**src/hw/io_pkg.sv**
```systemverilog
`default_nettype none

package io_pkg;

    typedef logic [31:0] addr_t;
    typedef logic [31:0] word_t;
    typedef logic [15:0] reg_t;

    localparam int NUM_MMR   = 4;
    localparam int RAM_WORDS = 1024;
    localparam int RAM_AW    = $clog2(RAM_WORDS);

    typedef logic [RAM_AW-1:0] ram_idx_t;

    localparam addr_t MMR_BASE = 32'h0000_1000;  // Register k sits at this plus k.

    localparam int SEG_IDX = 0;  // Seven-segment value.
    localparam int CTL_IDX = 1;  // Display control byte.
    localparam int CRX_IDX = 2;  // Cursor column.
    localparam int CRY_IDX = 3;  // Cursor row.

    // Indexed by register number.
    localparam reg_t MMR_DEFAULT [NUM_MMR] = '{16'h0000, 16'h00f7, 16'h0001, 16'h0000};

    localparam int SCAN_BITS = 4;  // Cycles per digit is 2**SCAN_BITS.

endpackage

`default_nettype wire

```
**src/hw/io_bus_if.sv**
```systemverilog
`timescale 1ns/1ps
`default_nettype none

interface io_bus_if import io_pkg::*; ();

    logic               en;
    logic               rw;       // 1 = write.
    addr_t              addr;
    word_t              wdata;
    logic [NUM_MMR-1:0] mmr_sel;  // One-hot and already gated by en.
    logic               ram_sel;  // Gated by en.

    modport decode (
        output en, rw, addr, wdata, mmr_sel, ram_sel
    );

    modport target (
        input en, rw, addr, wdata, mmr_sel, ram_sel
    );

    modport readback (
        input en, rw, addr, wdata, mmr_sel, ram_sel
    );

endinterface

`default_nettype wire

```
**src/hw/io_decode.sv**
```systemverilog
`timescale 1ns/1ps
`default_nettype none

module io_decode import io_pkg::*; (
    input  var logic   en,
    input  var logic   rw,
    input  var addr_t  addr,
    input  var word_t  wdata,
    io_bus_if.decode   bus
);

    logic ram_hit;
    logic [NUM_MMR-1:0] mmr_hit;

    // Pass the raw access through to every target.
    assign bus.en    = en;
    assign bus.rw    = rw;
    assign bus.addr  = addr;
    assign bus.wdata = wdata;

    assign ram_hit = addr < addr_t'(RAM_WORDS);  // Low range is scratch RAM.

    always_comb begin
        for (int k = 0; k < NUM_MMR; k++) begin
            mmr_hit[k] = addr == MMR_BASE + addr_t'(k);
        end
    end

    // Selects carry the enable so targets need not test it.
    assign bus.ram_sel = en && ram_hit;
    assign bus.mmr_sel = en ? mmr_hit : '0;

endmodule

`default_nettype wire

```
**src/flat_wrapper.sv**
```systemverilog
// flat-port wrapper written by rule: the top's interface ports become plain ports
module io_decode_flat import io_pkg::*;
  (en, rw, addr, wdata, bus_en, bus_rw, bus_addr, bus_wdata, bus_mmr_sel, bus_ram_sel);
  io_bus_if bus_i ();
  input  var logic en;
  input  var logic rw;
  input  var addr_t addr;
  input  var word_t wdata;
  output wire logic [$bits(bus_i.en)-1:0] bus_en;
  output wire logic [$bits(bus_i.rw)-1:0] bus_rw;
  output wire logic [$bits(bus_i.addr)-1:0] bus_addr;
  output wire logic [$bits(bus_i.wdata)-1:0] bus_wdata;
  output wire logic [$bits(bus_i.mmr_sel)-1:0] bus_mmr_sel;
  output wire logic [$bits(bus_i.ram_sel)-1:0] bus_ram_sel;
  assign bus_en = bus_i.en;
  assign bus_rw = bus_i.rw;
  assign bus_addr = bus_i.addr;
  assign bus_wdata = bus_i.wdata;
  assign bus_mmr_sel = bus_i.mmr_sel;
  assign bus_ram_sel = bus_i.ram_sel;
  io_decode u_core (.en(en), .rw(rw), .addr(addr), .wdata(wdata), .bus(bus_i));
endmodule
```
**config.mk**
```make
export PLATFORM = sky130hd
export DESIGN_NAME = io_decode_flat
export DESIGN_NICKNAME = d
export VERILOG_FILES = /design/src/hw/io_pkg.sv /design/src/hw/io_bus_if.sv /design/src/hw/io_decode.sv /design/src/flat_wrapper.sv
export SDC_FILE = /design/constraint.sdc
export NUM_CORES = 1
export LEC_CHECK = 0
export ABC_AREA = 1
export BUFFER_PORTS_ARGS = -buffer_cell sky130_fd_sc_hd__buf_2
export CAP_MARGIN = 25
export CORE_MARGIN = 4
export CORE_UTILIZATION = 28
export DETAILED_ROUTE_END_ITERATION = 6
export PLACE_DENSITY = 0.95
export SYNTH_ARGS = -nofsm -noshare
export SYNTH_HDL_FRONTEND = slang
export SYNTH_SLANG_ARGS = --single-unit
export TNS_END_PERCENT = 30
```
**constraint.sdc**
```tcl
create_clock -name vclk -period 0.8
set_input_delay 0.04 -clock vclk [all_inputs]
set_output_delay 0.04 -clock vclk [all_outputs]
set_load 0.02 [all_outputs]
```
Yosys cells after proc, flatten, opt, wreduce, memory -nomap -nowiden. Cells that the tools add are included.

Magnitude comparators: 1. Eq/ne operators: 4. Mux-type cells: 1. Reductions and logical operators: 1.

Operators by type and width (number): $eq A32 B13 Y1 const B (4); $lt A32 B11 Y1 const B (1); $mux W4 (1); $logic_and A1 B1 Y1 (1).

Bits in registers: 0. Input bits: 66. Output and inout bits: 71. Word-level logic and storage cells: 7.

Logic depth before layout (Yosys ltp).
Depth in word-level cells: 2. Gate-level depth with buffers: 6. Gate-level depth less buffers: 6.

Worst setup path before layout. No wires, ideal clock.

Path kind: in2out. From: in addr[29]. To: out bus_mmr_sel[0]. Arrival: 705 ps. Data required time: 760 ps. Path slack: 55 ps. Cell stages on the path: 5. Path buffers: 0. Cell sequence: nor2_1 > nand2_1 > nor2_4 > nand3_1 > nor2_1.

Word-level cells in the longest chain between the ends: 2.

RTL lines: from (decl) (RTL line flat_wrapper.sv:7) `input var addr_t addr;`; $eq A32 B13 Y1 (RTL line io_decode.sv:25) `mmr_hit[k] = addr == MMR_BASE + addr_t'(k);`; $mux W4 (RTL line io_decode.sv:31) `assign bus.mmr_sel = en ? mmr_hit : '0;`; to (decl) (RTL line flat_wrapper.sv:13) `output wire logic [$bits(bus_i.mmr_sel)-1:0] bus_mmr_sel;`.

Every way passes these cells.

Worst setup path after layout.
From: in addr[7]. To: out bus_mmr_sel[2].

The elaborated chain is that of the path after synthesis.

==> results.ini <==
[placement]
gp_congestion = 0.542
place_ws_ns = -0.154
dp.final_hpwl_um = 1610
place_area_sq_um = 602
port_buffers = 71

[floorplan]
io_pins = 137
die_x_um = 57.4
core_area_sq_um = 2280
die_h_um = 57.4
fp-row-count = 17
start_util_pct = 30.1
die_area_sq_um = 3300

[clock_tree]
cts_hold_buf = 0
post-cts-setup-buffer-count = 0

[route]
totalWireLength_um = 1990
initialDrtViolationCount = 14
num_vias = 609
dr.pass1.iters = 2
drc = 0
wl_per_cell_um = 13.8
wl_met1_um = 441
drtAntennaViolNets = 0
wl_met3_um = 297
highest_layer = met4
met2_length_um = 1210
vias_per_cell = 4.23

[sta]
maxSlewHeadroom_pct = 83.1
drv_slew = 0
worstMarginPinSlew_ns = 0.253
fin_crit_ns = 0.912
worst_slack_ns = -0.112
rsz0062_at_grt = yes
clock.fmax_mhz = 1100
hold_viol = 0
setup_viol = 4
fin_crit_sh_pct = 114

[worst_setup_path]
endpoint = bus_mmr_sel[2]
path_depth = 7
crit_top_cell = nor2_2
critPathSlowestCell = nor2_2
worst_setup_path_end_kind = primary output
arrival_ns = 0.87
crit_family = simple AND/OR/NAND/NOR gates
crit_type = in -> out
crit_start = addr[7]
critical_path_required_ns = 0.76
crit_path_start_kind = input port
cp_cell_sequence = buf_6, nor2_2, nand3_2, nor2_2, nand3_2, nor2_2, buf_6
worst-path-max-fanout = 2
path_buf_inv = 2
cp_slowest_stage_delay_ns = 0.14

[synth]
synth_top_area_share_pct = 72.4
ys_top_cells_by_area = buf_4, nor2_1, nand2_1, nand3_1, inv_1
synth_nets = 174
synth_cell_types = 11
synth_area_per_cell_sq_um = 6.34
yosysTopAreaCell = buf_4
syn_area_sq_um = 684
syn_inst = 108
ys_warn_count = 0
yosysSeqAreaShare_pct = 0

[finish]
syn2layout_area_growth_pct = 21.9
nFillCells = 247
clock_buffers = 0
drive_above_1_share_pct = 87.9
diodes = 0
final_nets = 184
seq_cells = 0
fin_area_sq_um = 835
regArea_sq_um = 0

[run_status]
violations = setup timing
status = complete, but fails checks

[run]
cap_violations = 0

[global_route]
grt-ovfl-total = 0
antenna_found_initial = 0
grt_pass1_vias = 582
grt_util_all_layers_pct = 10.0
grt_pass1_wl_um = 2780
grt_max_degree = 4

[power]
p_per_area_nw_per_um2 = 533
peakVddDrop_v = 0.000250
power_leakage_nw = 0.410

[hold_path]
min_path_type = in -> out

==> Yosys cell counts, drive strengths merged <==
library cell  count
and2              1
buf              66
inv               4
nand2             7
nand3             5
nor2             21
nor3              3
nor3b             1
==> metal layers <==
metal | vias up | GRT usage (%)
met1 | 261 | 8.47
met5 | - | 0
met2 | 56 | 21.0
met3 | 10 | 3.62
met4 | 0 | 2.98
li1 | 282 | -
==> power by group <==
part	internal, mW	switching (mW)	leakage [nW]
clock	0	0	0
combinational	0.201	0.243	0.410
sequential	0	0	0
==> placed cells by master (no fill, tap or decap) <==
| master | n |
|---|---|
| buf_4 | 5 |
| buf_6 | 15 |
| nor2_2 | 7 |
| nor3b_1 | 1 |
| nand2_2 | 4 |
| nand2_1 | 3 |
| nor3_4 | 1 |
| buf_2 | 52 |
| and2_4 | 1 |
| inv_2 | 1 |
| inv_1 | 2 |
| nor3_1 | 2 |
| nand3_2 | 5 |
| nor2_1 | 6 |
| buf_8 | 2 |
| nor2_4 | 8 |
| inv_4 | 1 |
==> worst min-delay path by stage <==
| stage | start | to | cells past startpoint |
|---|---|---|---|
| after global placement | wdata[18] | bus_wdata[18] | 0 |
| final | wdata[13] | bus_wdata[13] | 0 |
| after global routing | rw | bus_rw | 0 |
| after floorplan | addr[0] | bus_addr[0] | 1 |
| after detailed placement | wdata[18] | bus_wdata[18] | 0 |
| after CTS | wdata[18] | bus_wdata[18] | 0 |
==> per-stage QoR <==
stage / total power, mW / setup TNS, ns / cells / hold WS [ns] / utilization [%]
after floorplan: 0.513 / 0 / 108 / 0.193 / -
after global placement: 0.344 / -0.496 / 144 / 0.0801 / 26.4
after detailed placement: 0.350 / -0.615 / 144 / 0.0801 / 26.4
after CTS: 0.390 / -0.257 / 144 / 0.0801 / 30.8
after global routing: 0.476 / -0.693 / 144 / 0.0800 / 36.7
final: 0.445 / -0.403 / 144 / 0.0800 / 36.7
==> cells by family after synthesis <==
logic type	after synthesis	share of synthesized area, %
and+or+nand+nor	38	25.4
buffers and inverters	70	74.6
==> area by class of cell <==
| type | instances | area, sq um | share of cell area [%] |
|---|---|---|---|
| inverter | 4 | 17.5 | 2.10 |
| multi-input combinational | 38 | 285 | 34.2 |
| tap | 28 | 35.0 | 4.20 |
| timing repair buffer | 74 | 497 | 59.5 |
==> repair_timing <==
item,CTS,global route
endpoints found under the setup margin,5,5
resized for setup,26,35
pin swaps,16,19
(Power assumes the default switching activity.)
