[config.mk]
export PLATFORM = sky130hd
export DESIGN_NAME = mmr_flat
export DESIGN_NICKNAME = d
export VERILOG_FILES = /design/src/hw/io_pkg.sv /design/src/hw/io_bus_if.sv /design/src/hw/mmr.sv /design/src/flat_wrapper.sv
export SDC_FILE = /design/constraint.sdc
export NUM_CORES = 1
export LEC_CHECK = 0
export ABC_AREA = 1
export ABC_CLOCK_PERIOD_IN_PS = 1400
export BUFFER_PORTS_ARGS = -buffer_cell sky130_fd_sc_hd__clkbuf_2
export CAP_MARGIN = 20
export CORE_ASPECT_RATIO = 1.1
export CORE_MARGIN = 2
export CORE_UTILIZATION = 33
export DETAILED_ROUTE_END_ITERATION = 8
export GPL_ROUTABILITY_DRIVEN = 0
export PLACE_DENSITY = 0.81
export SLEW_MARGIN = 30
export SYNTH_ARGS = -nofsm -noshare
export SYNTH_HDL_FRONTEND = slang
export SYNTH_SLANG_ARGS = --single-unit
[constraint.sdc]
create_clock -name clk -period 1.4 [get_ports clk]
set_clock_uncertainty 0.2 [all_clocks]
set_input_delay 0.07 -clock clk [delete_from_list [all_inputs] [get_ports clk]]
set_output_delay 0.07 -clock clk [all_outputs]
set_load 0.05 [all_outputs]
[src/hw/io_pkg.sv]
`default_nettype none

package io_pkg;

    typedef logic [31:0] addr_t;
    typedef logic [31:0] word_t;
    typedef logic [15:0] reg_t;

    localparam int NUM_MMR   = 4;
    localparam int RAM_WORDS = 1024;
    localparam int RAM_AW    = $clog2(RAM_WORDS);

    typedef logic [RAM_AW-1:0] ram_idx_t;

    localparam addr_t MMR_BASE = 32'h0000_1000;  // Register k sits at this plus k.

    localparam int SEG_IDX = 0;  // Seven-segment value.
    localparam int CTL_IDX = 1;  // Display control byte.
    localparam int CRX_IDX = 2;  // Cursor column.
    localparam int CRY_IDX = 3;  // Cursor row.

    // Indexed by register number.
    localparam reg_t MMR_DEFAULT [NUM_MMR] = '{16'h0000, 16'h00f7, 16'h0001, 16'h0000};

    localparam int SCAN_BITS = 4;  // Cycles per digit is 2**SCAN_BITS.

endpackage

`default_nettype wire

[src/hw/io_bus_if.sv]
`timescale 1ns/1ps
`default_nettype none

interface io_bus_if import io_pkg::*; ();

    logic               en;
    logic               rw;       // 1 = write.
    addr_t              addr;
    word_t              wdata;
    logic [NUM_MMR-1:0] mmr_sel;  // One-hot and already gated by en.
    logic               ram_sel;  // Gated by en.

    modport decode (
        output en, rw, addr, wdata, mmr_sel, ram_sel
    );

    modport target (
        input en, rw, addr, wdata, mmr_sel, ram_sel
    );

    modport readback (
        input en, rw, addr, wdata, mmr_sel, ram_sel
    );

endinterface

`default_nettype wire

[src/hw/mmr.sv]
`timescale 1ns/1ps
`default_nettype none

module mmr import io_pkg::*; #(
    parameter int IDX = 0
) (
    input  var logic  clk,
    input  var logic  arst_n,
    io_bus_if.target  bus,
    output reg_t      val
);

    logic wr;

    assign wr = bus.mmr_sel[IDX] && bus.rw;

    always_ff @(posedge clk or negedge arst_n) begin
        if (!arst_n) begin
            val <= MMR_DEFAULT[IDX];
        end else if (wr) begin
            val <= bus.wdata[$bits(reg_t)-1:0];  // Upper bits are dropped.
        end
    end

endmodule

`default_nettype wire

[src/flat_wrapper.sv]
// flat-port wrapper written by rule: the top's interface ports become plain ports
module mmr_flat import io_pkg::*;
#(
    parameter int IDX = 0
)
  (clk, arst_n, val, bus_en, bus_rw, bus_addr, bus_wdata, bus_mmr_sel, bus_ram_sel);
  io_bus_if bus_i ();
  input  var logic clk;
  input  var logic arst_n;
  output reg_t val;
  input wire logic [$bits(bus_i.en)-1:0] bus_en;
  input wire logic [$bits(bus_i.rw)-1:0] bus_rw;
  input wire logic [$bits(bus_i.addr)-1:0] bus_addr;
  input wire logic [$bits(bus_i.wdata)-1:0] bus_wdata;
  input wire logic [$bits(bus_i.mmr_sel)-1:0] bus_mmr_sel;
  input wire logic [$bits(bus_i.ram_sel)-1:0] bus_ram_sel;
  assign bus_i.en = bus_en;
  assign bus_i.rw = bus_rw;
  assign bus_i.addr = bus_addr;
  assign bus_i.wdata = bus_wdata;
  assign bus_i.mmr_sel = bus_mmr_sel;
  assign bus_i.ram_sel = bus_ram_sel;
  mmr #(.IDX(IDX)) u_core (.clk(clk), .arst_n(arst_n), .bus(bus_i), .val(val));
endmodule
After elaboration in Yosys (flattened, before gate mapping)
Index checks and enable logic that the tools add are counted.
Widths: inputs -> output; s select.
- bits of input ports: 73
- logic and storage cells: 2
- output and inout bits: 16
- register bits: 16
- reduce and logical (&&, ||, !) cells: 1
- operator list (operator ; number):
    $logic_and 1x1->1 ; 1

Logic depth before layout (Yosys ltp)
- depth in word-level cells: 1
- gate-level depth with buffers: 5
- gate-level depth less buffers: 3

Worst setup path before layout
Ideal clock, no wire load.
- kind: register to register
- from: register, netlist name u_core.val[4]
- to: register u_core.val[4]
- setup slack: 0.363 ns
- period minus slack after synthesis: 1.037 ns
- library setup time: 0.119 ns
- arrival: 0.718 ns
- cell stages (with the launch flop): 3
- required time: 1.081 ns
- cells stage by stage: dfrtp_1 > nand2_2 > nand2_1
- RTL lines (item ; RTL line ; RTL):
    to (signal assigned) ; mmr.sv:19 ; val <= MMR_DEFAULT[IDX];
    to (signal assigned) ; mmr.sv:21 ; val <= bus.wdata[$bits(reg_t)-1:0];
    to (decl) ; mmr.sv:10 ; output reg_t val

Worst setup path in the final report
- from: register u_core.val[15]
- to: output port val[15]
- RTL lines (item ; RTL line ; RTL):
    to (decl) ; flat_wrapper.sv:10 ; output reg_t val;
No word-level cell between the ends.

==> flow_metrics.tcl <==
set metrics [dict create \
    status "finished clean" \
    crit_fanout 2 \
    synth_mux_area_frac 0 \
    max_freq_mhz 819.7 \
    insertion_delay_ns 0.28 \
    cts_root_buf "clkbuf_4" \
    antenna_found_initial 0 \
    syn-cell-area_um2 693.2 \
    drtPass1Iterations 4 \
    yosys-top-cells-area "dfrtp_1, nand2_1, nand3_1, clkbuf_8, buf_6" \
    synth-main-ff-cell "dfrtp_1" \
    ys_seq_area_frac 0.5776 \
    core-area_um2 1999 \
    nNetsFinal 195 \
    grt_pass1_wl_um 2546 \
    worstPathArrival_ns 0.95 \
    total_power_uw 1278 \
    synth_top_cell_by_area "dfrtp_1" \
    synthToLayoutAreaGrowth_pct 50.72 \
    hold_violations 0 \
    ys.warnings.count 0 \
    rsz0062_at_grt "no" \
    ios 89 \
    r2r_cells 2 \
    tightest_slew_ns 0.4273 \
    ys_ff_latch 16 \
    die-area_um2 2484 \
    setup.worst_path.start_class "register" \
    syn-num-nets 143 \
    ir_drop_mv 0.6799 \
    min_path_type "input pin to async pin" \
    yosys.area_share.simple 0.3285 \
    die_y_um 52.07 \
    synth_xor_area_frac 0 \
    synth_async_sr_flop_share 1.000 \
    endpoint_kind "output pin" \
    drc 0 \
    crit_buf_inv 1 \
    dp_hpwl_um 1033 \
    finalSetupViolCount 0 \
    antenna_cells 0 \
    post-route-period-util 0.8714 \
    cts.sinks 16 \
    layout_min_cycle_time_ns 1.220 \
    path_class "register to output pin" \
    critPathSlowestCell "dfrtp_1" \
    wl_per_cell_um 11.29 \
    synth-edff-count 0 \
    syn_area_per_cell_um2 9.902 \
    num_vias 659 \
    start_util 0.3467 \
    worst-path-stages 1 \
    required_ns 1.13 \
    layout-drive-gt1-share 0.3554 \
    vias_per_cell 4.423 \
    power.leakage_uw 0.0005783 \
    path_delay_family "flip-flops" \
    numCtsBuffers 3 \
    synthCells 70 \
    wl_um 1682 \
    regMostFlops "u_core.val" \
    setup_tns_ns 0 \
    cp_cell_sequence "clkbuf_2" \
    maxSlewViolCount 0 \
    grt_start_max_net_pins 18 \
    largestRegisters "u_core.val: 16 flops" \
    grt-ovfl-total 0 \
    power_density_nw_per_um2 1223 \
    grt_pass1_vias 583 \
    tritoncts "built" \
    synth_fa_ha_area_frac 0 \
    drt_iter0_drc 14 \
    synth_compound_area_frac 0 \
    rows 17 \
    chipWidth_um 47.70 \
    synth_common_cells "nand2_1, dfrtp_1, nand3_1, nand2_2" \
    fill_cells 193 \
    cts_buffer_depth 2 \
    synth.distinct_cells 8 \
    synth_top_family_by_area "simple AND/OR/NAND/NOR gates" \
    cts.repair.resized 0 \
    clkTransAtPathRegs_ns 0.09 \
    yosysMostFrequentCell "nand2_1" \
    slew_headroom 0.7151 \
    cap_violations 0 \
    critPathMaxStageDelay_ns 0.38 \
    ant_nets 0 \
    synth_top_cell_area_share 0.5776 \
    portBuffers 35 \
    h-tree-depth 1 \
    largest_reg_flops 16 \
    grtUsageTotal 0.1475 \
]
==> cells in the final DEF, fill, tap and decap left out, drive strengths merged <==
| cell | netlist | final |
|---|---|---|
| clkbuf | 2 | 39 |
| nand3 | 16 | 16 |
| dlygate4sd3 | 0 | 17 |
| dfrtp | 16 | 16 |
| nand2 | 33 | 33 |
==> stage by stage <==
stage                     hold slack, ns  utilization  setup slack [ns]  cells  area, µm²
after detailed placement         -0.1847       0.4193            0.3401    128      838.3
after floorplan                  -0.4256            -            0.3633     70      693.2
final                            0.03413       0.5225            0.1800    149       1045
after global routing             0.06255       0.5225            0.1243    149       1045
after CTS                        0.03631       0.5225            0.1655    149       1045
after global placement           -0.1969       0.4193            0.3647    128      838.3
==> report_power, final <==
part / internal [µW] / leakage [µW] / total [µW] / switching, µW
Clock: 158 / 0.0000210 / 300 / 142
Sequential: 519 / 0.000198 / 554 / 34.7
Combinational: 117 / 0.000359 / 424 / 307
==> what timing repair did <==
| item | 4_1_cts | 5_1_grt |
|---|---|---|
| endpoints found under the hold margin | 32 | 0 |
| setup buffers | 0 | 0 |
| endpoints found under the setup margin | 0 | 0 |
| hold buffers | 17 | 0 |
==> logic make-up after synthesis <==
kind of cell           count (synthesis)
buffers and inverters                  5
DFF                                   16
and+or+nand+nor                       49
==> layout make-up <==
type / count / area, µm² / area share
clock buffers: 4 / 36.28 / 0.03473
multi-input cells: 49 / 227.7 / 0.2180
flip-flops and latches: 16 / 400.4 / 0.3832
well taps: 28 / 35.03 / 0.03353
repair buffers: 52 / 345.3 / 0.3305
==> metal layers <==
metal,share of wire,up-vias,routed length (µm),GRT usage
met2,0.48,35,803,0.2311
met1,0.45,294,762,0.1952
met3,0.065,2,109,0.03125
met5,0,-,0,0
li1,-,328,-,-
met4,0.0042,0,7,0.05405
==> worst paths after layout <==
kind,slack [ns],startpoint,to
max in group asynchronous,0.68,arst_n,u_core.val[11]$_DFFE_PN0P_
min in group clk,0.11,bus_mmr_sel[0],u_core.val[12]$_DFFE_PN0P_
setup / recovery,0.18,u_core.val[15]$_DFFE_PN0P_,val[15]
hold reg to reg,0.28,u_core.val[10]$_DFFE_PN0P_,u_core.val[10]$_DFFE_PN0P_
hold / removal,0.03,arst_n,u_core.val[1]$_DFFE_PN0P_
setup reg to reg,0.58,u_core.val[15]$_DFFE_PN0P_,u_core.val[15]$_DFFE_PN0P_
(Power assumes the default switching activity.)
