**config.mk**
```make
export PLATFORM = sky130hd
export DESIGN_NAME = io_readback_flat
export DESIGN_NICKNAME = d
export VERILOG_FILES = /design/src/hw/io_pkg.sv /design/src/hw/io_bus_if.sv /design/src/hw/io_readback.sv /design/src/flat_wrapper.sv
export SDC_FILE = /design/constraint.sdc
export NUM_CORES = 1
export LEC_CHECK = 0
export BUFFER_PORTS_ARGS = -buffer_cell sky130_fd_sc_hd__buf_2
export CAP_MARGIN = 40
export CORE_AREA = 4 4 77 79
export DETAILED_ROUTE_END_ITERATION = 10
export DIE_AREA = 0 0 81 83
export PLACE_DENSITY = 0.82
export SYNTH_ARGS = -nofsm -noshare
export SYNTH_HDL_FRONTEND = slang
export SYNTH_SLANG_ARGS = --single-unit
```
**constraint.sdc**
```tcl
create_clock -name clk -period 1.6 [get_ports clk]
set_clock_uncertainty 0.15 [all_clocks]
set_input_delay 0.16 -clock clk [delete_from_list [all_inputs] [get_ports clk]]
set_output_delay 0.16 -clock clk [all_outputs]
set_load 0.01 [all_outputs]
```
**src/hw/io_pkg.sv**
```systemverilog
`default_nettype none

package io_pkg;

    typedef logic [31:0] addr_t;
    typedef logic [31:0] word_t;
    typedef logic [15:0] reg_t;

    localparam int NUM_MMR   = 4;
    localparam int RAM_WORDS = 1024;
    localparam int RAM_AW    = $clog2(RAM_WORDS);

    typedef logic [RAM_AW-1:0] ram_idx_t;

    localparam addr_t MMR_BASE = 32'h0000_1000;  // Register k sits at this plus k.

    localparam int SEG_IDX = 0;  // Seven-segment value.
    localparam int CTL_IDX = 1;  // Display control byte.
    localparam int CRX_IDX = 2;  // Cursor column.
    localparam int CRY_IDX = 3;  // Cursor row.

    // Indexed by register number.
    localparam reg_t MMR_DEFAULT [NUM_MMR] = '{16'h0000, 16'h00f7, 16'h0001, 16'h0000};

    localparam int SCAN_BITS = 4;  // Cycles per digit is 2**SCAN_BITS.

endpackage

`default_nettype wire

```
**src/hw/io_bus_if.sv**
```systemverilog
`timescale 1ns/1ps
`default_nettype none

interface io_bus_if import io_pkg::*; ();

    logic               en;
    logic               rw;       // 1 = write.
    addr_t              addr;
    word_t              wdata;
    logic [NUM_MMR-1:0] mmr_sel;  // One-hot and already gated by en.
    logic               ram_sel;  // Gated by en.

    modport decode (
        output en, rw, addr, wdata, mmr_sel, ram_sel
    );

    modport target (
        input en, rw, addr, wdata, mmr_sel, ram_sel
    );

    modport readback (
        input en, rw, addr, wdata, mmr_sel, ram_sel
    );

endinterface

`default_nettype wire

```
**src/hw/io_readback.sv**
```systemverilog
`timescale 1ns/1ps
`default_nettype none

module io_readback import io_pkg::*; (
    input  var logic   clk,
    input  var logic   arst_n,
    io_bus_if.readback bus,
    input  var reg_t   regs [NUM_MMR],
    input  var word_t  ram_q,
    output word_t      rdata
);

    typedef enum logic [1:0] {
        RD_NONE,
        RD_RAM,
        RD_MMR
    } rd_kind_e;

    rd_kind_e kind_d;
    rd_kind_e kind_q;
    word_t    reg_sel;
    word_t    reg_q;
    logic     rd;

    assign rd = bus.en && !bus.rw;

    always_comb begin
        kind_d  = RD_NONE;  // Unmapped reads give zero.
        reg_sel = '0;
        if (bus.ram_sel) begin
            kind_d = RD_RAM;
        end
        for (int k = 0; k < NUM_MMR; k++) begin
            if (bus.mmr_sel[k]) begin
                kind_d  = RD_MMR;
                reg_sel = word_t'(regs[k]);  // Zero-extend.
            end
        end
    end

    always_ff @(posedge clk or negedge arst_n) begin
        if (!arst_n) begin
            kind_q <= RD_NONE;
        end else if (rd) begin
            kind_q <= kind_d;
        end
    end

    // Register snapshot that later writes do not disturb.
    always_ff @(posedge clk) begin
        if (rd) begin
            reg_q <= reg_sel;
        end
    end

    always_comb begin
        case (kind_q)
            RD_RAM:  rdata = ram_q;
            RD_MMR:  rdata = reg_q;
            default: rdata = '0;
        endcase
    end

endmodule

`default_nettype wire

```
**src/flat_wrapper.sv**
```systemverilog
// flat-port wrapper written by rule: the top's interface ports become plain ports
module io_readback_flat import io_pkg::*;
  (clk, arst_n, regs, ram_q, rdata, bus_en, bus_rw, bus_addr, bus_wdata, bus_mmr_sel, bus_ram_sel);
  io_bus_if bus_i ();
  input  var logic clk;
  input  var logic arst_n;
  input  var reg_t regs[NUM_MMR];
  input  var word_t ram_q;
  output word_t rdata;
  input wire logic [$bits(bus_i.en)-1:0] bus_en;
  input wire logic [$bits(bus_i.rw)-1:0] bus_rw;
  input wire logic [$bits(bus_i.addr)-1:0] bus_addr;
  input wire logic [$bits(bus_i.wdata)-1:0] bus_wdata;
  input wire logic [$bits(bus_i.mmr_sel)-1:0] bus_mmr_sel;
  input wire logic [$bits(bus_i.ram_sel)-1:0] bus_ram_sel;
  assign bus_i.en = bus_en;
  assign bus_i.rw = bus_rw;
  assign bus_i.addr = bus_addr;
  assign bus_i.wdata = bus_wdata;
  assign bus_i.mmr_sel = bus_mmr_sel;
  assign bus_i.ram_sel = bus_ram_sel;
  io_readback u_core (.clk(clk), .arst_n(arst_n), .bus(bus_i), .regs(regs), .ram_q(ram_q), .rdata(rdata));
endmodule
```
# Yosys cells after proc, flatten, opt, wreduce, memory -nomap -nowiden
# Index checks and enable logic that the tools add are counted.
word_totals:
  reg_bits: 34
  wordCells: 18
op_classes:
  n_eq_ne: 2
  muxes: 10
  reduce_logical: 3
ops:
  columns: ["cell", "count"]
  rows:
  - ["16-bit two-way mux", 4]
  - ["32-bit one-hot mux with 2 select lines", 1]
  - ["2-bit two-way mux", 4]
  - ["3-bit OR reduction", 1]
  - ["2-bit by 1-bit equality test with 1-bit output, second input constant", 1]
  - ["2-bit equality test, second input constant", 1]
  - ["1-bit logical AND", 1]
  - ["1-bit zero test", 1]
  - ["1-bit two-way mux", 1]

# Longest topological paths before layout
# Gate-level depths: netlist of the first run.
logic_depth:
  depth_word: 5
  ltp_mapped: 6
  mapped_depth_nobuf: 4

# Worst setup path after synthesis of the first run
# OpenSTA, ideal clock, no wires.
synth_timing:
  kind: "reg-to-output"
  start: "reg u_core.kind_q[0]"
  end: "out rdata[10]"
  arrival_time_ns: 1.211
  path_slack_ns: 0.079
  path_stages_with_launch: 7
  n_path_buf: 2
  cell_sequence: "dfrtp_1 > inv_1 > ha_1 > clkbuf_1 > buf_2 > a22oi_1 > nor2_1"
synth_via:
  elab_chain_len: 2
  elab_cells_between_ends: 3
synth_rtl:
  columns: ["element", "line_no", "source"]
  rows:
  - ["start, declared", "io_readback.sv:20", "rd_kind_e kind_q;"]
  - ["start signal, assigned", "io_readback.sv:45", "kind_q <= kind_d;"]
  - ["2-bit equality test or 2-bit by 1-bit equality test with 1-bit output (tied branches)", "io_readback.sv:57", "case (kind_q)"]
  - ["32-bit one-hot mux with 2 select lines (*)", "io_readback.sv:57", null]
  - ["end, declared", "flat_wrapper.sv:9", "output word_t rdata;"]
# Every way passes the cells marked *; elsewhere a longest branch is shown, timed or not.

# Final worst setup path of the first run
layout_timing:
  start: "reg u_core.kind_q[0]"
  end: "out rdata[3]"
# Same word-level chain as after synthesis.

==> results.py, run 1 <==
metrics = {
    "run_status": {
        "status": "complete, but fails checks",
        "failed_checks": "setup timing",
    },
    "cells_and_area": {
        "antennaDiodeCount": 0,
        "layout.area.seq_sq_um": 531,
        "syn2layout_area_growth_pct": 65.1,
        "multi_input_comb_area_sq_um": 734,
        "finalNetCount": 453,
        "drive_gt1_share_pct": 56.6,
        "fin_area_sq_mm": 0.00223,
        "fillCellCount": 554,
        "postLayoutCoreUtil_pct": 41.7,
    },
    "timing": {
        "fin_hold_ws_ns": 0.0624,
        "fin_crit_sh_pct": 107,
        "hold_viol": 0,
        "rsz0062_at_grt": "yes",
        "final.min_clock_period_ns": 1.71,
        "fmax_mhz": 585,
        "relSlewSlack_pct": 70.1,
        "tightest_slew_ns": 0.449,
        "layout_setup_ws_ns": -0.110,
        "slew_violations": 0,
        "setup_violations": 32,
    },
    "worst_setup_path": {
        "end_kind": "output port",
        "path_class": "flip-flop to output port",
        "cp-start-kind": "flip-flop",
        "required_ns": 1.29,
        "worstSetupStartpoint": "u_core.kind_q[0]",
        "r2r-start": "u_core.kind_q[1]",
        "worst_ep_arrival_time_ns": 1.40,
        "crit_path_max_fanout": 8,
    },
    "global_routing": {
        "grt_max_degree": 33,
        "grt_overflow": 0,
        "grt_util_all_layers_pct": 13.0,
        "grt_pass1_vias": 1576,
        "antenna_found_initial": 0,
        "grt_pass1_wl_mm": 7.02,
    },
    "die": {
        "num_rows": 27,
        "io_pins": 201,
        "die_h_um": 83,
        "die_x_um": 81,
        "start_util_pct": 25.3,
        "die_area_sq_mm": 0.00672,
        "core_sq_mm": 0.00534,
    },
    "drt": {
        "firstDrtPassIters": 4,
        "drt-initial-drc-count": 21,
        "routed_via_density": 4.66,
        "drc": 0,
        "ant_nets": 0,
        "avgRoutedWirePerCell_um": 13.9,
        "wl_mm": 4.89,
        "num_vias": 1644,
    },
    "placement": {
        "placed_cell_area_sq_mm": 0.00206,
        "routabilityCongestion": 0.825,
        "io_buffers": 136,
        "dp_hpwl_mm": 4.03,
    },
    "synthesis": {
        "postSynthCellCount": 145,
        "ys_warn_count": 0,
        "synth_top_area_share_pct": 35.6,
        "ys_seq_area_share_pct": 39.3,
        "yosysUniqueCellTypes": 26,
        "avgSynthCellArea_sq_um": 9.30,
        "synth_nets": 316,
        "ys_ff_latch": 18,
        "syn_area_sq_mm": 0.00135,
        "yosysTopAreaCell": "edfxtp_1",
        "yosys-top-cells-area": "edfxtp_1 (36%), a22oi_1 (17%), and2_1 (7.4%)",
    },
    "power_and_ir_drop": {
        "p_leak_nw": 1.11,
        "max-vdd-ir-drop_uv": 243,
        "power.density_mw_per_mm2": 595,
        "p_total_mw": 1.32,
    },
    "clock_tree": {
        "htree_levels": 1,
        "tritoncts": "built",
        "clockRootBuffer": "clkbuf_8",
        "clockBufferDepth": 2,
        "path_clk_slew_ns": 0.06,
        "worstSkewPairLatency_ns": 0.24,
        "numCtsBuffers": 3,
        "clock_sinks": 18,
    },
    "min_path": {
        "hold_path.class": "input port to flip-flop",
        "hold_start": "bus_mmr_sel[0]",
    },
    "flow_run": {
        "maxCapViolations": 0,
    },
}
[synthesized netlist by cell type, drive strengths merged]
| cell | n |
|---|---|
| a22oi | 32 |
| nor2 | 17 |
| and2 | 16 |
| edfxtp | 16 |
| a21oi | 15 |
| o22ai | 15 |
| buf | 10 |
| inv | 5 |
| clkbuf | 4 |
| nand2 | 3 |
| dfrtp | 2 |
| ha | 2 |
| o21ai | 2 |
| a221oi | 1 |
| nand2b | 1 |
| nor2b | 1 |
| nor3b | 1 |
| nor4 | 1 |
| or2b | 1 |
[state kept, by name (all words and copies together) (netlist names)]
| register | cells |
|---|---|
| u_core.reg_q | 16 |
| u_core.kind_q | 2 |
[cell type report]
cell class | instances | area share, %
multi-input cells | 108 | 33.0
clock inverters | 1 | 0.169
repair buffers | 146 | 36.3
inverters | 5 | 0.843
well taps | 72 | 4.04
flip-flops and latches | 18 | 23.8
clock buffers | 3 | 1.85
[through the flow]
step                cells  worst slack, ns  TNS [ns]
floorplan             145           0.0786         0
global placement      344          -0.0483    -0.521
detailed placement    344           -0.112     -1.33
CTS                   351           -0.100     -1.86
global route          353           -0.209     -4.06
finish                353           -0.110     -1.56
[cell families (layout without fill, tap and decap cells)]
group	Yosys count	after routing	synth area share (%)
simple gates	41	41	16.3
buf+inv	19	155	9.55
compound gates	65	65	32.9
fa+ha+maj	2	2	1.85
flops	18	18	39.3
[repair_timing]
item	in CTS	in global routing
hold buffers	2	0
pin swaps	0	1
endpoints found under the hold margin	3	0
cloned	0	2
resized for setup	6	3
endpoints found under the setup margin	32	32
setup buffers	1	0
[worst max-delay path, stage by stage, from the launching register on]
cell and delay [ns]:
dfrtp_1 0.42, ha_4 0.21, clkbuf_16 0.16, a22oi_1 0.17, nor2_1 0.05, buf_2 0.14
[power by group]
part / internal [mW] / leakage, nW / total (mW) / switching, mW
registers: 0.559 / 0.178 / 0.575 / 0.0164
logic: 0.233 / 0.906 / 0.454 / 0.221
clock network: 0.170 / 0.0231 / 0.296 / 0.126
[cells in the final DEF, fill, tap and decap left out, drive strengths merged]
cell	count
nor4	1
clkinv	1
o21ai	2
nor2b	1
dfrtp	2
dlygate4sd3	2
a21oi	15
edfxtp	16
and2	16
nor3b	1
ha	2
clkbuf	5
inv	5
buf	142
nor2	17
o22ai	15
a22oi	32
nand2	3
a221oi	1
nand2b	1
or2b	1
[worst paths after layout]
check,cells past startpoint,end,slack (ns)
max,5,rdata[3],-0.11
min,4,u_core.kind_q[0],0.06
max reg2reg,3,u_core.kind_q[1],0.64
min reg2reg,2,u_core.kind_q[0],0.44
max in group asynchronous,2,u_core.kind_q[1],1.12
min in group asynchronous,2,u_core.kind_q[0],0.09
[per-layer routing]
metal | part of all wire, % | GRT usage [%] | up-vias
met5 | 0 | 0 | -
met4 | 0.69 | 3.69 | 0
met3 | 9.7 | 1.08 | 2
met2 | 50 | 24.0 | 93
met1 | 40 | 15.6 | 723
li1 | - | - | 826
(Power assumes the default switching activity.)
==> run 2, diff against run 1 <==
MAX_ROUTING_LAYER = met4   (was default)
==> run 2 against run 1 <==
  * The flow still finishes with violations (setup timing)
  * Clock-buffer cell count did not move
  * Utilization is 2.6 points higher
  * Final area is 6.3% higher
  * Critical path depth increased by 1
  * First-iteration DRC count grew 14%
  * Highest routed layer unchanged
==> results.py, run 2 (synthesis results as in run 1) <==
metrics = {
    "global_routing": {
        "grt_overflow": 0,
        "grt_pass1_vias": 1574,
        "grt_util_all_layers_pct": 13.4,
        "grt_pass1_wl_mm": 7.03,
        "antenna_found_initial": 0,
        "grt_max_degree": 33,
    },
    "clock_tree": {
        "path_clk_slew_ns": 0.06,
        "clock_sinks": 18,
        "tritoncts": "built",
        "worstSkewPairLatency_ns": 0.24,
        "clockBufferDepth": 2,
        "numCtsBuffers": 3,
        "clockRootBuffer": "clkbuf_8",
        "htree_levels": 1,
    },
    "die": {
        "die_x_um": 81,
        "num_rows": 27,
        "io_pins": 201,
        "die_h_um": 83,
        "core_sq_mm": 0.00534,
        "die_area_sq_mm": 0.00672,
        "start_util_pct": 25.3,
    },
    "cells_and_area": {
        "final_common_cell": "buf_2",
        "final_cell_mix": "buf_2 (121), a22oi_1 (26), nor2_1 (17), edfxtp_1 (16)",
        "instances_no_fill": 354,
        "regMostFlops": "u_core.reg_q",
        "largest_register_ffs": 16,
        "layout.area.seq_sq_um": 531,
        "antennaDiodeCount": 0,
        "multi_input_comb_area_sq_um": 772,
        "fin_area_sq_mm": 0.00237,
        "finalNetCount": 454,
        "drive_gt1_share_pct": 61.7,
        "fillCellCount": 528,
        "reg_top3": "u_core.reg_q: 16 flops, u_core.kind_q: 2 flops",
        "syn2layout_area_growth_pct": 75.6,
    },
    "drt": {
        "firstDrtPassIters": 4,
        "routed_via_density": 4.73,
        "avgRoutedWirePerCell_um": 14.4,
        "drt-initial-drc-count": 24,
        "drc": 0,
        "wl_mm": 5.09,
        "num_vias": 1675,
        "ant_nets": 0,
    },
    "placement": {
        "dp_hpwl_mm": 4.03,
        "placed_cell_area_sq_mm": 0.00206,
        "dp.cells": 344,
        "routabilityCongestion": 0.838,
        "io_buffers": 136,
    },
    "timing": {
        "fmax_mhz": 587,
        "fin_crit_sh_pct": 107,
        "slew_violations": 0,
        "layout_setup_ws_ns": -0.105,
        "tightest_slew_ns": 0.437,
        "rsz0062_at_grt": "yes",
        "relSlewSlack_pct": 70.8,
        "hold_viol": 0,
        "final.min_clock_period_ns": 1.70,
        "setup_violations": 32,
    },
    "power_and_ir_drop": {
        "max-vdd-ir-drop_uv": 243,
        "p_leak_nw": 1.14,
        "power.density_mw_per_mm2": 564,
    },
    "worst_setup_path": {
        "crit_path_max_fanout": 16,
        "required_ns": 1.29,
        "worst_ep_arrival_time_ns": 1.39,
        "cp-start-kind": "flip-flop",
        "end_kind": "output port",
        "path_class": "flip-flop to output port",
    },
    "min_path": {
        "hold_path.class": "input port to flip-flop",
    },
    "run_status": {
        "status": "complete, but fails checks",
        "failed_checks": "setup timing",
    },
    "flow_run": {
        "maxCapViolations": 0,
    },
}
[run 2: worst paths after layout]
check / start / endpoint / slack (ns) / cells past startpoint
max in group asynchronous: arst_n / u_core.kind_q[1] / 1.11 / 2
min: bus_mmr_sel[0] / u_core.kind_q[0] / 0.06 / 4
min reg2reg: u_core.kind_q[0] / u_core.kind_q[0] / 0.44 / 2
min in group asynchronous: arst_n / u_core.kind_q[0] / 0.09 / 2
max reg2reg: u_core.kind_q[1] / u_core.kind_q[1] / 0.66 / 3
max: u_core.kind_q[1] / rdata[0] / -0.10 / 6
[run 2: layout make-up]
cell class	count	area share [%]
repair buffers	147	38.5
flip-flops and latches	18	22.4
inverters	5	0.792
clock inverters	1	0.158
clock buffers	3	1.74
multi-input cells	108	32.6
well taps	72	3.80
[run 2: metrics by stage]
step,hold slack (ns),util [%],setup WS [ns],total power [mW],setup TNS (ns)
after floorplan,-0.286,-,0.0786,0.799,0
after global placement,-0.206,38.6,-0.0483,0.991,-0.521
after detailed placement,-0.198,38.6,-0.112,1.01,-1.33
after CTS,0.0638,40.5,-0.100,1.33,-1.86
after global routing,0.0972,44.4,-0.205,1.42,-4.63
final,0.0628,44.4,-0.105,1.34,-2.56
[run 2: critical path, cell delays in order (launching register included)]
cell,delay [ns]
dfrtp_1,0.39
inv_1,0.09
ha_4,0.16
buf_12,0.15
a22oi_2,0.08
nor2_1,0.13
buf_2,0.16
[run 2: where the power goes]
part / switching, mW / total (mW) / internal, mW
clock network: 0.126 / 0.295 / 0.170
registers: 0.0157 / 0.574 / 0.559
logic: 0.227 / 0.467 / 0.240
[run 2: timing repair]
item,in CTS,in global routing
hold buffers,2,0
setup buffers,1,1
gates resized for setup,6,35
endpoints found under the hold margin,3,0
endpoints found under the setup margin,32,32
cloned,0,2
pin swaps,0,3
[run 2: layer usage]
metal  GRT usage [%]  wire, um
met1            15.6      1970
met2            24.0      2610
met3           0.976       475
met4            3.69        34
met5               -         0
