## config.mk

```make
export PLATFORM = sky130hd
export DESIGN_NAME = seg7_scan
export DESIGN_NICKNAME = d
export VERILOG_FILES = /design/src/hw/io_pkg.sv /design/src/hw/seg7_scan.sv
export SDC_FILE = /design/constraint.sdc
export NUM_CORES = 1
export LEC_CHECK = 0
export BUFFER_PORTS_ARGS = -buffer_cell sky130_fd_sc_hd__buf_2
export CORE_MARGIN = 4
export CORE_UTILIZATION = 44
export CTS_CLUSTER_SIZE = 40
export DETAILED_ROUTE_END_ITERATION = 10
export GPL_TIMING_DRIVEN = 0
export HOLD_SLACK_MARGIN = 0.08
export PLACE_DENSITY = 0.82
export SLEW_MARGIN = 15
export SYNTH_ARGS = -nofsm -noshare
export SYNTH_HDL_FRONTEND = slang
export SYNTH_SLANG_ARGS = --single-unit
export TNS_END_PERCENT = 1
```

## constraint.sdc

```tcl
create_clock -name clk -period 2.5 [get_ports clk]
set_clock_uncertainty 0.05 [all_clocks]
set_input_delay 0.25 -clock clk [delete_from_list [all_inputs] [get_ports clk]]
set_output_delay 0.25 -clock clk [all_outputs]
set_load 0.01 [all_outputs]
```

## src/hw/io_pkg.sv

```systemverilog
`default_nettype none

package io_pkg;

    typedef logic [31:0] addr_t;
    typedef logic [31:0] word_t;
    typedef logic [15:0] reg_t;

    localparam int NUM_MMR   = 4;
    localparam int RAM_WORDS = 1024;
    localparam int RAM_AW    = $clog2(RAM_WORDS);

    typedef logic [RAM_AW-1:0] ram_idx_t;

    localparam addr_t MMR_BASE = 32'h0000_1000;  // Register k sits at this plus k.

    localparam int SEG_IDX = 0;  // Seven-segment value.
    localparam int CTL_IDX = 1;  // Display control byte.
    localparam int CRX_IDX = 2;  // Cursor column.
    localparam int CRY_IDX = 3;  // Cursor row.

    // Indexed by register number.
    localparam reg_t MMR_DEFAULT [NUM_MMR] = '{16'h0000, 16'h00f7, 16'h0001, 16'h0000};

    localparam int SCAN_BITS = 4;  // Cycles per digit is 2**SCAN_BITS.

endpackage

`default_nettype wire

```

## src/hw/seg7_scan.sv

```systemverilog
`timescale 1ns/1ps
`default_nettype none

module seg7_scan import io_pkg::*; (
    input  var logic        clk,
    input  var logic        arst_n,
    input  var reg_t        value,
    output logic [7:0]      seg,
    output logic [3:0]      an
);

    logic [SCAN_BITS+1:0] div;
    logic [1:0]           digit;
    logic [3:0]           nibble;

    // Active-low gfedcba pattern for one hex digit.
    function automatic logic [6:0] hex_font(input logic [3:0] h);
        logic [6:0] p;
        case (h)
            4'h0:    p = 7'h40;
            4'h1:    p = 7'h79;
            4'h2:    p = 7'h24;
            4'h3:    p = 7'h30;
            4'h4:    p = 7'h19;
            4'h5:    p = 7'h12;
            4'h6:    p = 7'h02;
            4'h7:    p = 7'h78;
            4'h8:    p = 7'h00;
            4'h9:    p = 7'h10;
            4'ha:    p = 7'h08;
            4'hb:    p = 7'h03;
            4'hc:    p = 7'h46;
            4'hd:    p = 7'h21;
            4'he:    p = 7'h06;
            default: p = 7'h0e;
        endcase
        return p;
    endfunction

    always_ff @(posedge clk or negedge arst_n) begin
        if (!arst_n) begin
            div <= '0;
        end else begin
            div <= div + 1'b1;  // Free running.
        end
    end

    assign digit  = div[SCAN_BITS+1:SCAN_BITS];
    assign nibble = value[{digit, 2'b00} +: 4];

    // Both patterns come from the same divider bits.
    assign seg = {1'b1, hex_font(nibble)};  // Decimal point off.
    assign an  = ~(4'b0001 << digit);

endmodule

`default_nettype wire

```

---- After elaboration in Yosys (flattened, before gate mapping) ----
Memory sizes are Yosys's and may differ from the RTL's.
Index checks and enable logic that the tools add are counted.
operators by class
  add/subtract/negate cells ............... 1
  shift-type cells ........................ 2
  bitwise logic cells ..................... 1
operators with widths
  cell                                                               number
  16-bit by 5-bit indexed part select with 4-bit output              1
  6-bit by 1-bit adder with 6-bit output, second input constant      1
  4-bit inverter                                                     1
  1-bit by 2-bit << shifter with 4-bit output, first input constant  1
storage, ports and cells
  register bits after elaboration ......... 6
  memory bits (read-only) ................. 112
  input port bits ......................... 18
  output and inout port bits .............. 12
  logic and storage cells ................. 6
  memories kept ........................... 1
memory list
  memory           depth  width  read ports  clocked after Yosys merged registers in  write ports  RTL line         text
  (no name shown)  16     7      1           0                                        0            seg7_scan.sv:19  case (h)

---- Depth between registers and ports, before layout ----
Gate-level depths: netlist of the first run.
  depth after elaboration ................. 2
  gate-level depth with buffers ........... 7
  gate-level depth less buffers ........... 6

---- Worst setup path after synthesis of the first run ----
Ideal clock, no wire load.
  path type ............................... register -> output
  from .................................... reg div[4]
  to ...................................... out seg[3]
  data arrival time ....................... 1.772 ns
  data required time ...................... 2.200 ns
  path slack .............................. 0.428 ns
  stages on the path, launching flop included .. 7
  buffers on the path ..................... 1
  path through ............................ dfrtp_1 -> buf_6 -> mux4_2 -> inv_1 -> ha_1 -> inv_1 -> mux4_2
between the ends
  word-level cells in the longest chain between the ends .. 2
RTL lines
  what                                                   RTL line         text
  start: declaration                                     seg7_scan.sv:12  logic [SCAN_BITS+1:0] div;
  start signal: assignment                               seg7_scan.sv:44  div <= div + 1'b1;
  16-bit by 5-bit indexed part select with 4-bit output  seg7_scan.sv:49  assign nibble = value[{digit, 2'b00} +: 4];
  memory read 16 x 7 bit                                 -
  end: declaration                                       seg7_scan.sv:8   output logic [7:0] seg,
No other way between the ends.

---- Worst setup path in the final report of the first run ----
Same ends and word-level chain as after synthesis.

==> results of run 1 <==
[final cells by class]
| type | count | area (um2) |
|---|---|---|
| Timing Repair Buffer | 35 | 201 |
| Tap cell | 15 | 18.8 |
| Multi-Input combinational cell | 39 | 423 |
| Fill cell | 100 | 425 |
| Sequential cell | 6 | 150 |
| Buffer | 3 | 30.0 |
| Inverter | 8 | 30.0 |
| Clock buffer | 3 | 22.5 |
[per-stage QoR]
step           worst slack, ns  area (um2)  setup TNS [ns]  hold slack, ns
3_5_place_dp             0.164         769               0          0.0287
2_1_floorplan            0.428         611               0         -0.0956
4_1_cts                 0.0591         841               0           0.298
6_report                0.0725         876               0           0.308
3_3_place_gp             0.244         769               0          0.0252
5_1_grt               -0.00721         876        -0.00721           0.320
[critical path, stage by stage (launching register included)]
cell     delay [ns]
dfrtp_1        0.37
buf_6          0.12
mux4_2         0.41
inv_2          0.07
buf_4          0.14
ha_2           0.17
mux4_2         0.47
buf_6          0.14
[power by group through the flow]
stage                     clock network (mW)  registers (mW)  logic [mW]
after floorplan                            0          0.0989      0.0453
after global placement                     0          0.0989      0.0720
after detailed placement                   0          0.0989      0.0755
after CTS                             0.0931          0.0974      0.0825
after global routing                  0.0973          0.0973       0.100
final                                 0.0883          0.0975      0.0903
[per-layer routing]
layer / up-vias / share of wire (%)
li1: 271 / -
met1: 262 / 33
met2: 20 / 62
met3: 2 / 4.0
met4: 0 / 0.80
met5: - / 0
[synthesized netlist by cell type (2+ instances only)]
master / instances
or2b_1: 2
dfrtp_1: 6
o22ai_1: 3
nand3_1: 3
mux4_2: 5
ha_1: 7
xor2_1: 3
mux2i_1: 4
buf_6: 2
xnor2_1: 2
inv_1: 8
[worst max path at each step]
stage	from	to	slack, ns	depth (start not counted)
floorplan	div[4]	seg[3]	0.43	6
global placement	div[5]	seg[3]	0.24	7
detailed placement	div[5]	seg[3]	0.16	7
CTS	div[4]	seg[3]	0.06	7
global route	div[4]	seg[3]	-0.007	7
finish	div[4]	seg[3]	0.07	7
[logic make-up (layout without fill, tap and decap cells)]
| logic type | count (synthesis) | in the layout | synth area share, % |
|---|---|---|---|
| AOI/OAI and AO/OA | 6 | 6 | 6.97 |
| xor gates and xnor gates | 5 | 5 | 7.17 |
| adders and majority gates | 7 | 7 | 14.3 |
| buffers and inverters | 12 | 49 | 10.5 |
| DFF | 6 | 6 | 24.6 |
| muxes | 9 | 9 | 25.0 |
| other | 1 | 1 | 0.614 |
| and+or+nand+nor | 11 | 11 | 10.9 |
[what timing repair did]
item	CTS	global route
gates cloned	0	0
hold buffers	1	0
setup endpoints to repair	2	2
hold endpoints to repair	6	0
setup buffers	5	1
resized for setup	4	5
==> flow_metrics.tcl, run 1 <==
set metrics [dict create \
    synth_top_area_share_pct 24.6 \
    yosysWarnings 0 \
    setup_violations 0 \
    regMostFlops "div" \
    synth_area_leader_cell "dfrtp_1" \
    finalNetCount 121 \
    p_int_uw 201 \
    antenna_left 0 \
    syn_avg_cell_area_um2 10.7 \
    cts_buffers 3 \
    yosysSeqAreaShare_pct 24.6 \
    largest_reg_flops 6 \
    timing.rr.end "div[5]" \
    hold_violations 0 \
    die_w_um 45.3 \
    start_util_pct 46.9 \
    busiest_layer "met2" \
    coreArea_um2 1300 \
    grt_pass1_vias 587 \
    dr_total_vias 555 \
    grt_antenna_before_repair 0 \
    port_buffers 28 \
    clk_pin_slew_worst_paths_ns 0.05 \
    timing.rr.start "div[4]" \
    synth_edf_count 0 \
    grt_pass1_wl_mm 2.54 \
    syn_nets 82 \
    p_sw_share_pct 27.1 \
    r2r_slack_ns 1.51 \
    grt_use_total_pct 17.0 \
    clk_latency_ns 0.24 \
    finalWirelength_mm 1.49 \
    ys_seq_elements 6 \
    period_share_pct 97.1 \
    crit_fanout 6 \
    switchingPower_uw 74.9 \
    tritoncts "yes" \
    critPathKind "register to primary output" \
    drtIter0Drc 12 \
    syn_area_um2 611 \
    p_seq_share_pct 35.3 \
    cts_root_buffer "clkbuf_4" \
    arrival_ns 2.13 \
    grtUsageMet1_pct 17.8 \
    pin_count 30 \
    fin_util_pct 67.3 \
    maxCapViolCount 0 \
    synth_cells 57 \
    gp_congestion 0.822 \
    comb_power_share_pct 32.7 \
    power.density_nw_per_um2 315 \
    hpwlAfterDp_mm 1.19 \
    grt-ovfl-total 0 \
    final_cell_mix "buf_2, buf_4, dfrtp_1" \
    rsz0062_at_grt "yes" \
    grt_max_degree 11 \
    ys_types 23 \
    reg2regPathDepth 4 \
    dp.cells 100 \
    fin_cells 109 \
    hold_class "primary input to asynchronous set/reset pin" \
    ys_async_sr_fraction_pct 100 \
    cts_buffer_depth 2 \
    grt_util_met3_pct 2.39 \
    final_max_slew_viol_count 0 \
    drc_errors 0 \
    p_clk_share_pct 32.0 \
    power.leakage_nw 0.463 \
    layout-drive-gt1-share_pct 57.4 \
    fmax_ghz 0.412 \
    status "finished, final reports clean" \
    insertedDiodeCount 0 \
    area.growth.synth_to_final_pct 43.4 \
    die_y_um 45.3 \
    drtPass1Iterations 4 \
    viasPerCell 5.09 \
    rows 13 \
    peakVddDrop_v 0.000218 \
    yosys_most_used_dff "dfrtp_1" \
    final_common_cell "buf_2" \
    die_area_um2 2050 \
    cp-start-kind "register" \
    use_met2_pct 32.2 \
    cts.sinks 6 \
    ys_top_cells_by_area "dfrtp_1, mux4_2, ha_1" \
    fin_crit_ns 2.43 \
    worst_setup_path_end_kind "primary output" \
    top_regs "div: 6 flops" \
    p_total_uw 276 \
    required_ns 2.20 \
    routedWlPerCell_um 13.7 \
    h-tree-depth 1 \
]
Power figures use the tool's default switching activity.
==> run 2, diff against run 1 <==
--- a/config.mk
+++ b/config.mk
@@ -5,14 +5,14 @@
 export SDC_FILE = /design/constraint.sdc
 export NUM_CORES = 1
 export LEC_CHECK = 0
+export ABC_AREA = 1
 export BUFFER_PORTS_ARGS = -buffer_cell sky130_fd_sc_hd__buf_2
 export CORE_MARGIN = 4
 export CORE_UTILIZATION = 44
 export CTS_CLUSTER_SIZE = 40
 export DETAILED_ROUTE_END_ITERATION = 10
-export GPL_TIMING_DRIVEN = 0
 export HOLD_SLACK_MARGIN = 0.08
-export PLACE_DENSITY = 0.82
+export PLACE_DENSITY = 0.79
 export SLEW_MARGIN = 15
 export SYNTH_ARGS = -nofsm -noshare
 export SYNTH_HDL_FRONTEND = slang
==> flow_metrics.tcl, run 2 <==
set metrics [dict create \
    rows 14 \
    synth_area_leader_cell "nand2_1" \
    fin_crit_ns 2.30 \
    ys_types 18 \
    fillers 165 \
    clk_latency_ns 0.25 \
    tns_ns 0 \
    cts_buffers 3 \
    clk_pin_slew_worst_paths_ns 0.05 \
    cts.sinks 6 \
    rsz0062_at_grt "no" \
    status "finished, final reports clean" \
    peakVddDrop_v 0.000339 \
    top_regs "div: 6 flops" \
    coreArea_um2 1560 \
    hpwlAfterDp_mm 1.50 \
    insertedDiodeCount 0 \
    synth_edf_count 0 \
    design_area_um2 928 \
    worst_slack_ns 0.197 \
    ys_top_cells_by_area "nand2_1, dfrtp_1, nand3_1" \
    cts_buffer_depth 2 \
    worst_setup_path_end_kind "primary output" \
    setup_violations 0 \
    period_share_pct 92.1 \
    routedWlPerCell_um 11.0 \
    drtPass1Iterations 4 \
    holdWs_ns 0.342 \
    cts_root_buffer "clkbuf_4" \
    required_ns 2.20 \
    yosysSeqAreaShare_pct 20.2 \
    synth_cells 125 \
    grt_antenna_before_repair 0 \
    synth.most_common_cell "nand2_1" \
    grt_use_total_pct 18.2 \
    critPathKind "register to primary output" \
    power.leakage_nw 0.577 \
    yosysWarnings 0 \
    regMostFlops "div" \
    ys_seq_elements 6 \
    ys_async_sr_fraction_pct 100 \
    placed_cell_area_um2 880 \
    layout-drive-gt1-share_pct 26.9 \
    hold_violations 0 \
    synth_top_area_share_pct 31.8 \
    fin_util_pct 59.6 \
    tritoncts "yes" \
    final_cell_mix "nand2_1, buf_2, nand3_1" \
    hold_class "primary input to asynchronous set/reset pin" \
    final_max_slew_viol_count 0 \
    maxCapViolCount 0 \
    viasPerCell 4.96 \
    cp-start-kind "register" \
    gp_congestion 0.865 \
    die_area_um2 2410 \
    grt_max_degree 15 \
    antenna_left 0 \
    syn_area_um2 743 \
    arrival_ns 2.00 \
    die_y_um 49.1 \
    start_util_pct 47.7 \
    port_buffers 28 \
    finalNetCount 183 \
    grt_pass1_vias 884 \
    synth_common_cells "nand2_1, nand3_1, ha_1, inv_1, dfrtp_1" \
    fmax_ghz 0.434 \
    pre_cts_slack_ns 0.298 \
    grt-ovfl-total 0 \
    finalWirelength_mm 1.89 \
    power.density_nw_per_um2 288 \
    area.growth.synth_to_final_pct 24.9 \
    syn_nets 150 \
    pin_count 30 \
    crit_fanout 10 \
    final_common_cell "nand2_1" \
    die_w_um 49.1 \
    largest_reg_flops 6 \
    yosys_most_used_dff "dfrtp_1" \
    drc_errors 0 \
    h-tree-depth 1 \
    grt_pass1_wl_mm 3.45 \
    syn_avg_cell_area_um2 5.95 \
    dr_total_vias 853 \
    drtIter0Drc 14 \
]
[run 2: changes by cell type in the layout (fill, tap and decap cells not counted), moves of 3 or more]
cell,change
buf_4,-4
buf_6,-3
ha_1,+4
ha_2,-3
mux2i_1,-4
mux4_2,-5
nand2_1,+62
nand3_1,+18
nor2_1,+3
[run 2: timing repair]
| item | in CTS | in global routing |
|---|---|---|
| endpoints found under the hold margin | 6 | 0 |
| setup buffers | 0 | 2 |
| endpoints found under the setup margin | 0 | 7 |
| resized for setup | 0 | 1 |
| hold buffers | 1 | 0 |
[run 2: worst max-delay path, stage by stage (launching register included)]
cell	delay (ns)
dfrtp_1	0.44
buf_4	0.20
nand3_1	0.08
nand2_1	0.06
nor2_2	0.22
inv_1	0.13
ha_1	0.23
nand2_1	0.10
nand2_1	0.06
nand2_1	0.06
nand2_1	0.04
buf_2	0.13
[run 2: cell type report]
type	count	area (um2)	area share, %
clock buffer	3	22.5	2.43
inverter	9	33.8	3.64
multi-input combinational	106	528	56.9
sequential	6	151	16.3
tap	16	20.0	2.16
timing repair buffer	32	173	18.6
[run 2: logic make-up after synthesis]
family                   after synthesis  share of synthesized area (%)
AO/OA/AOI/OAI                          2                           1.35
XOR/XNOR                               3                           3.54
adder cells (fa/ha/maj)                7                           11.8
buffers and inverters                 13                           8.75
flip-flops                             6                           20.2
other                                  1                          0.505
AND/OR/NAND/NOR                       93                           53.9
[run 2: path summary, 6_finish.rpt]
check | from | to | depth (start not counted) | slack (ns)
worst max register to register | div[5] | div[5] | 4 | 1.41
max in group asynchronous | arst_n | div[4] | 2 | 1.90
worst min register to register | div[0] | div[0] | 1 | 0.40
worst max-delay path | div[5] | seg[5] | 11 | 0.20
min in group clk | div[0] | div[0] | 1 | 0.40
worst min-delay path | arst_n | div[5] | 2 | 0.34
[run 2: layer usage]
layer	global-route usage, %	wire, um
met4	7.58	58
met1	19.3	816
met5	0	0
met3	4.89	111
met2	33.3	904
[run 2: through the flow]
step	total power, mW	cells
2_1_floorplan	0.146	125
3_3_place_gp	0.177	166
3_5_place_dp	0.178	166
4_1_cts	0.269	170
5_1_grt	0.286	172
6_report	0.268	172
[run 2: power by group]
| part | internal (mW) | switching, mW | leakage [nW] |
|---|---|---|---|
| clock | 0.0543 | 0.0357 | 0.0138 |
| sequential | 0.0974 | 0 | 0.0690 |
| combinational | 0.0344 | 0.0458 | 0.494 |
==> run 3, diff against run 2 <==
--- a/config.mk
+++ b/config.mk
@@ -5,14 +5,14 @@
 export SDC_FILE = /design/constraint.sdc
 export NUM_CORES = 1
 export LEC_CHECK = 0
-export ABC_AREA = 1
 export BUFFER_PORTS_ARGS = -buffer_cell sky130_fd_sc_hd__buf_2
 export CORE_MARGIN = 4
 export CORE_UTILIZATION = 44
 export CTS_CLUSTER_SIZE = 40
 export DETAILED_ROUTE_END_ITERATION = 10
 export HOLD_SLACK_MARGIN = 0.08
-export PLACE_DENSITY = 0.79
+export MAX_ROUTING_LAYER = met4
+export PLACE_DENSITY = 0.82
 export SLEW_MARGIN = 15
 export SYNTH_ARGS = -nofsm -noshare
 export SYNTH_HDL_FRONTEND = slang
==> flow_metrics.tcl, run 3 (synthesis gave the netlist of run 1 again) <==
set metrics [dict create \
    status "finished, final reports clean" \
    die_area_um2 2050 \
    cp-start-kind "register" \
    critPathSlowestCell "mux4_2" \
    hpwlAfterDp_mm 1.17 \
    drc_errors 0 \
    cp_cell_sequence "mux4_2, ha_1, mux4_2, buf_2" \
    largest_reg_flops 6 \
    wl_met2_um 902 \
    pre_cts_slack_ns 0.173 \
    antenna_left 0 \
    h-tree-depth 1 \
    grt_pass1_wl_mm 2.21 \
    grt_max_degree 12 \
    die_w_um 45.3 \
    hold_violations 0 \
    p_total_uw 260 \
    crit_top_cell "mux4_2" \
    arrival_ns 2.10 \
    holdWs_ns 0.307 \
    grt_antenna_before_repair 0 \
    placed_cell_area_um2 743 \
    design_area_um2 808 \
    final_common_cell "buf_2" \
    clk_latency_ns 0.24 \
    viasPerCell 5.25 \
    critPathKind "register to primary output" \
    coreArea_um2 1300 \
    dr.max_layer_used "met4" \
    maxCapViolCount 0 \
    wirelength_met1_um 405 \
    dp.cells 97 \
    grt_use_total_pct 15.7 \
    cts_buffer_depth 2 \
    gp_congestion 0.912 \
    layout-drive-gt1-share_pct 51.1 \
    finalNetCount 117 \
    setup_violations 0 \
    area.growth.synth_to_final_pct 32.4 \
    power.density_nw_per_um2 322 \
    required_ns 2.20 \
    fin_crit_ns 2.40 \
    wl_met3_um 71 \
    max_stage_delay_ns 0.58 \
    clk_pin_slew_worst_paths_ns 0.04 \
    die_y_um 45.3 \
    worst_slack_ns 0.0986 \
    peakVddDrop_v 0.000253 \
    crit_fanout 6 \
    port_buffers 28 \
    finalWirelength_mm 1.40 \
    cts_root_buffer "clkbuf_4" \
    start_util_pct 46.9 \
    cts.sinks 6 \
    power.leakage_nw 0.443 \
    rsz0062_at_grt "no" \
    drtIter0Drc 7 \
    fin_util_pct 62.1 \
    regMostFlops "div" \
    cts_buffers 3 \
    drtPass1Iterations 4 \
    fin_cells 105 \
    worst_setup_path_end_kind "primary output" \
    fmax_ghz 0.416 \
    final_cell_mix "buf_2, ha_1, inv_1" \
    grt_pass1_vias 571 \
    grt-ovfl-total 0 \
    period_share_pct 96.1 \
    pin_count 30 \
    tns_ns 0 \
    hold_class "primary input to asynchronous set/reset pin" \
    top_regs "div: 6 flops" \
    insertedDiodeCount 0 \
    tritoncts "yes" \
    dr_total_vias 551 \
    rows 13 \
    routedWlPerCell_um 13.4 \
    final_max_slew_viol_count 0 \
]
run 3: timing repair:
action	4_1_cts	5_1_grt
endpoints found under the hold margin	6	0
endpoints found under the setup margin	2	1
hold buffers	1	0
setup buffers	4	0
pin swaps	0	0
gates resized for setup	1	3
run 3: layout make-up:
| type | count | area [um2] |
|---|---|---|
| repair buffers | 34 | 188 |
| inverters | 8 | 30.0 |
| clock buffers | 3 | 22.5 |
| flip-flops and latches | 6 | 153 |
| multi-input cells | 39 | 397 |
| well taps | 15 | 18.8 |
| fillers | 109 | 493 |
run 3: power breakdown:
part | internal (mW) | total [mW] | switching [mW]
registers | 0.0975 | 0.0975 | 0
logic | 0.0405 | 0.0781 | 0.0376
clock network | 0.0540 | 0.0843 | 0.0303
run 3: path summary, 6_finish.rpt:
| path | from | end | slack [ns] | cells after the start |
|---|---|---|---|---|
| max in group asynchronous | arst_n | div[4] | 1.94 | 2 |
| min in group clk | div[0] | div[0] | 0.39 | 1 |
| worst max register to register | div[4] | div[5] | 1.43 | 4 |
| worst min-delay path | arst_n | div[3] | 0.31 | 2 |
| worst min register to register | div[0] | div[0] | 0.39 | 1 |
| worst max-delay path | div[4] | seg[3] | 0.1 | 4 |
run 3: metal layers:
metal	up-vias	track usage, %
met2	14	30.8
met1	269	13.4
met4	0	8.19
li1	264	-
met3	4	3.19
met5	-	-
run 3: worst max-delay path: cells and delay by family, from the launching register on:
kind                     cells  cell delay, ns
multiplexers                 2            1.04
flip-flops                   1            0.39
adder cells (fa/ha/maj)      1            0.27
buffers and inverters        1            0.15
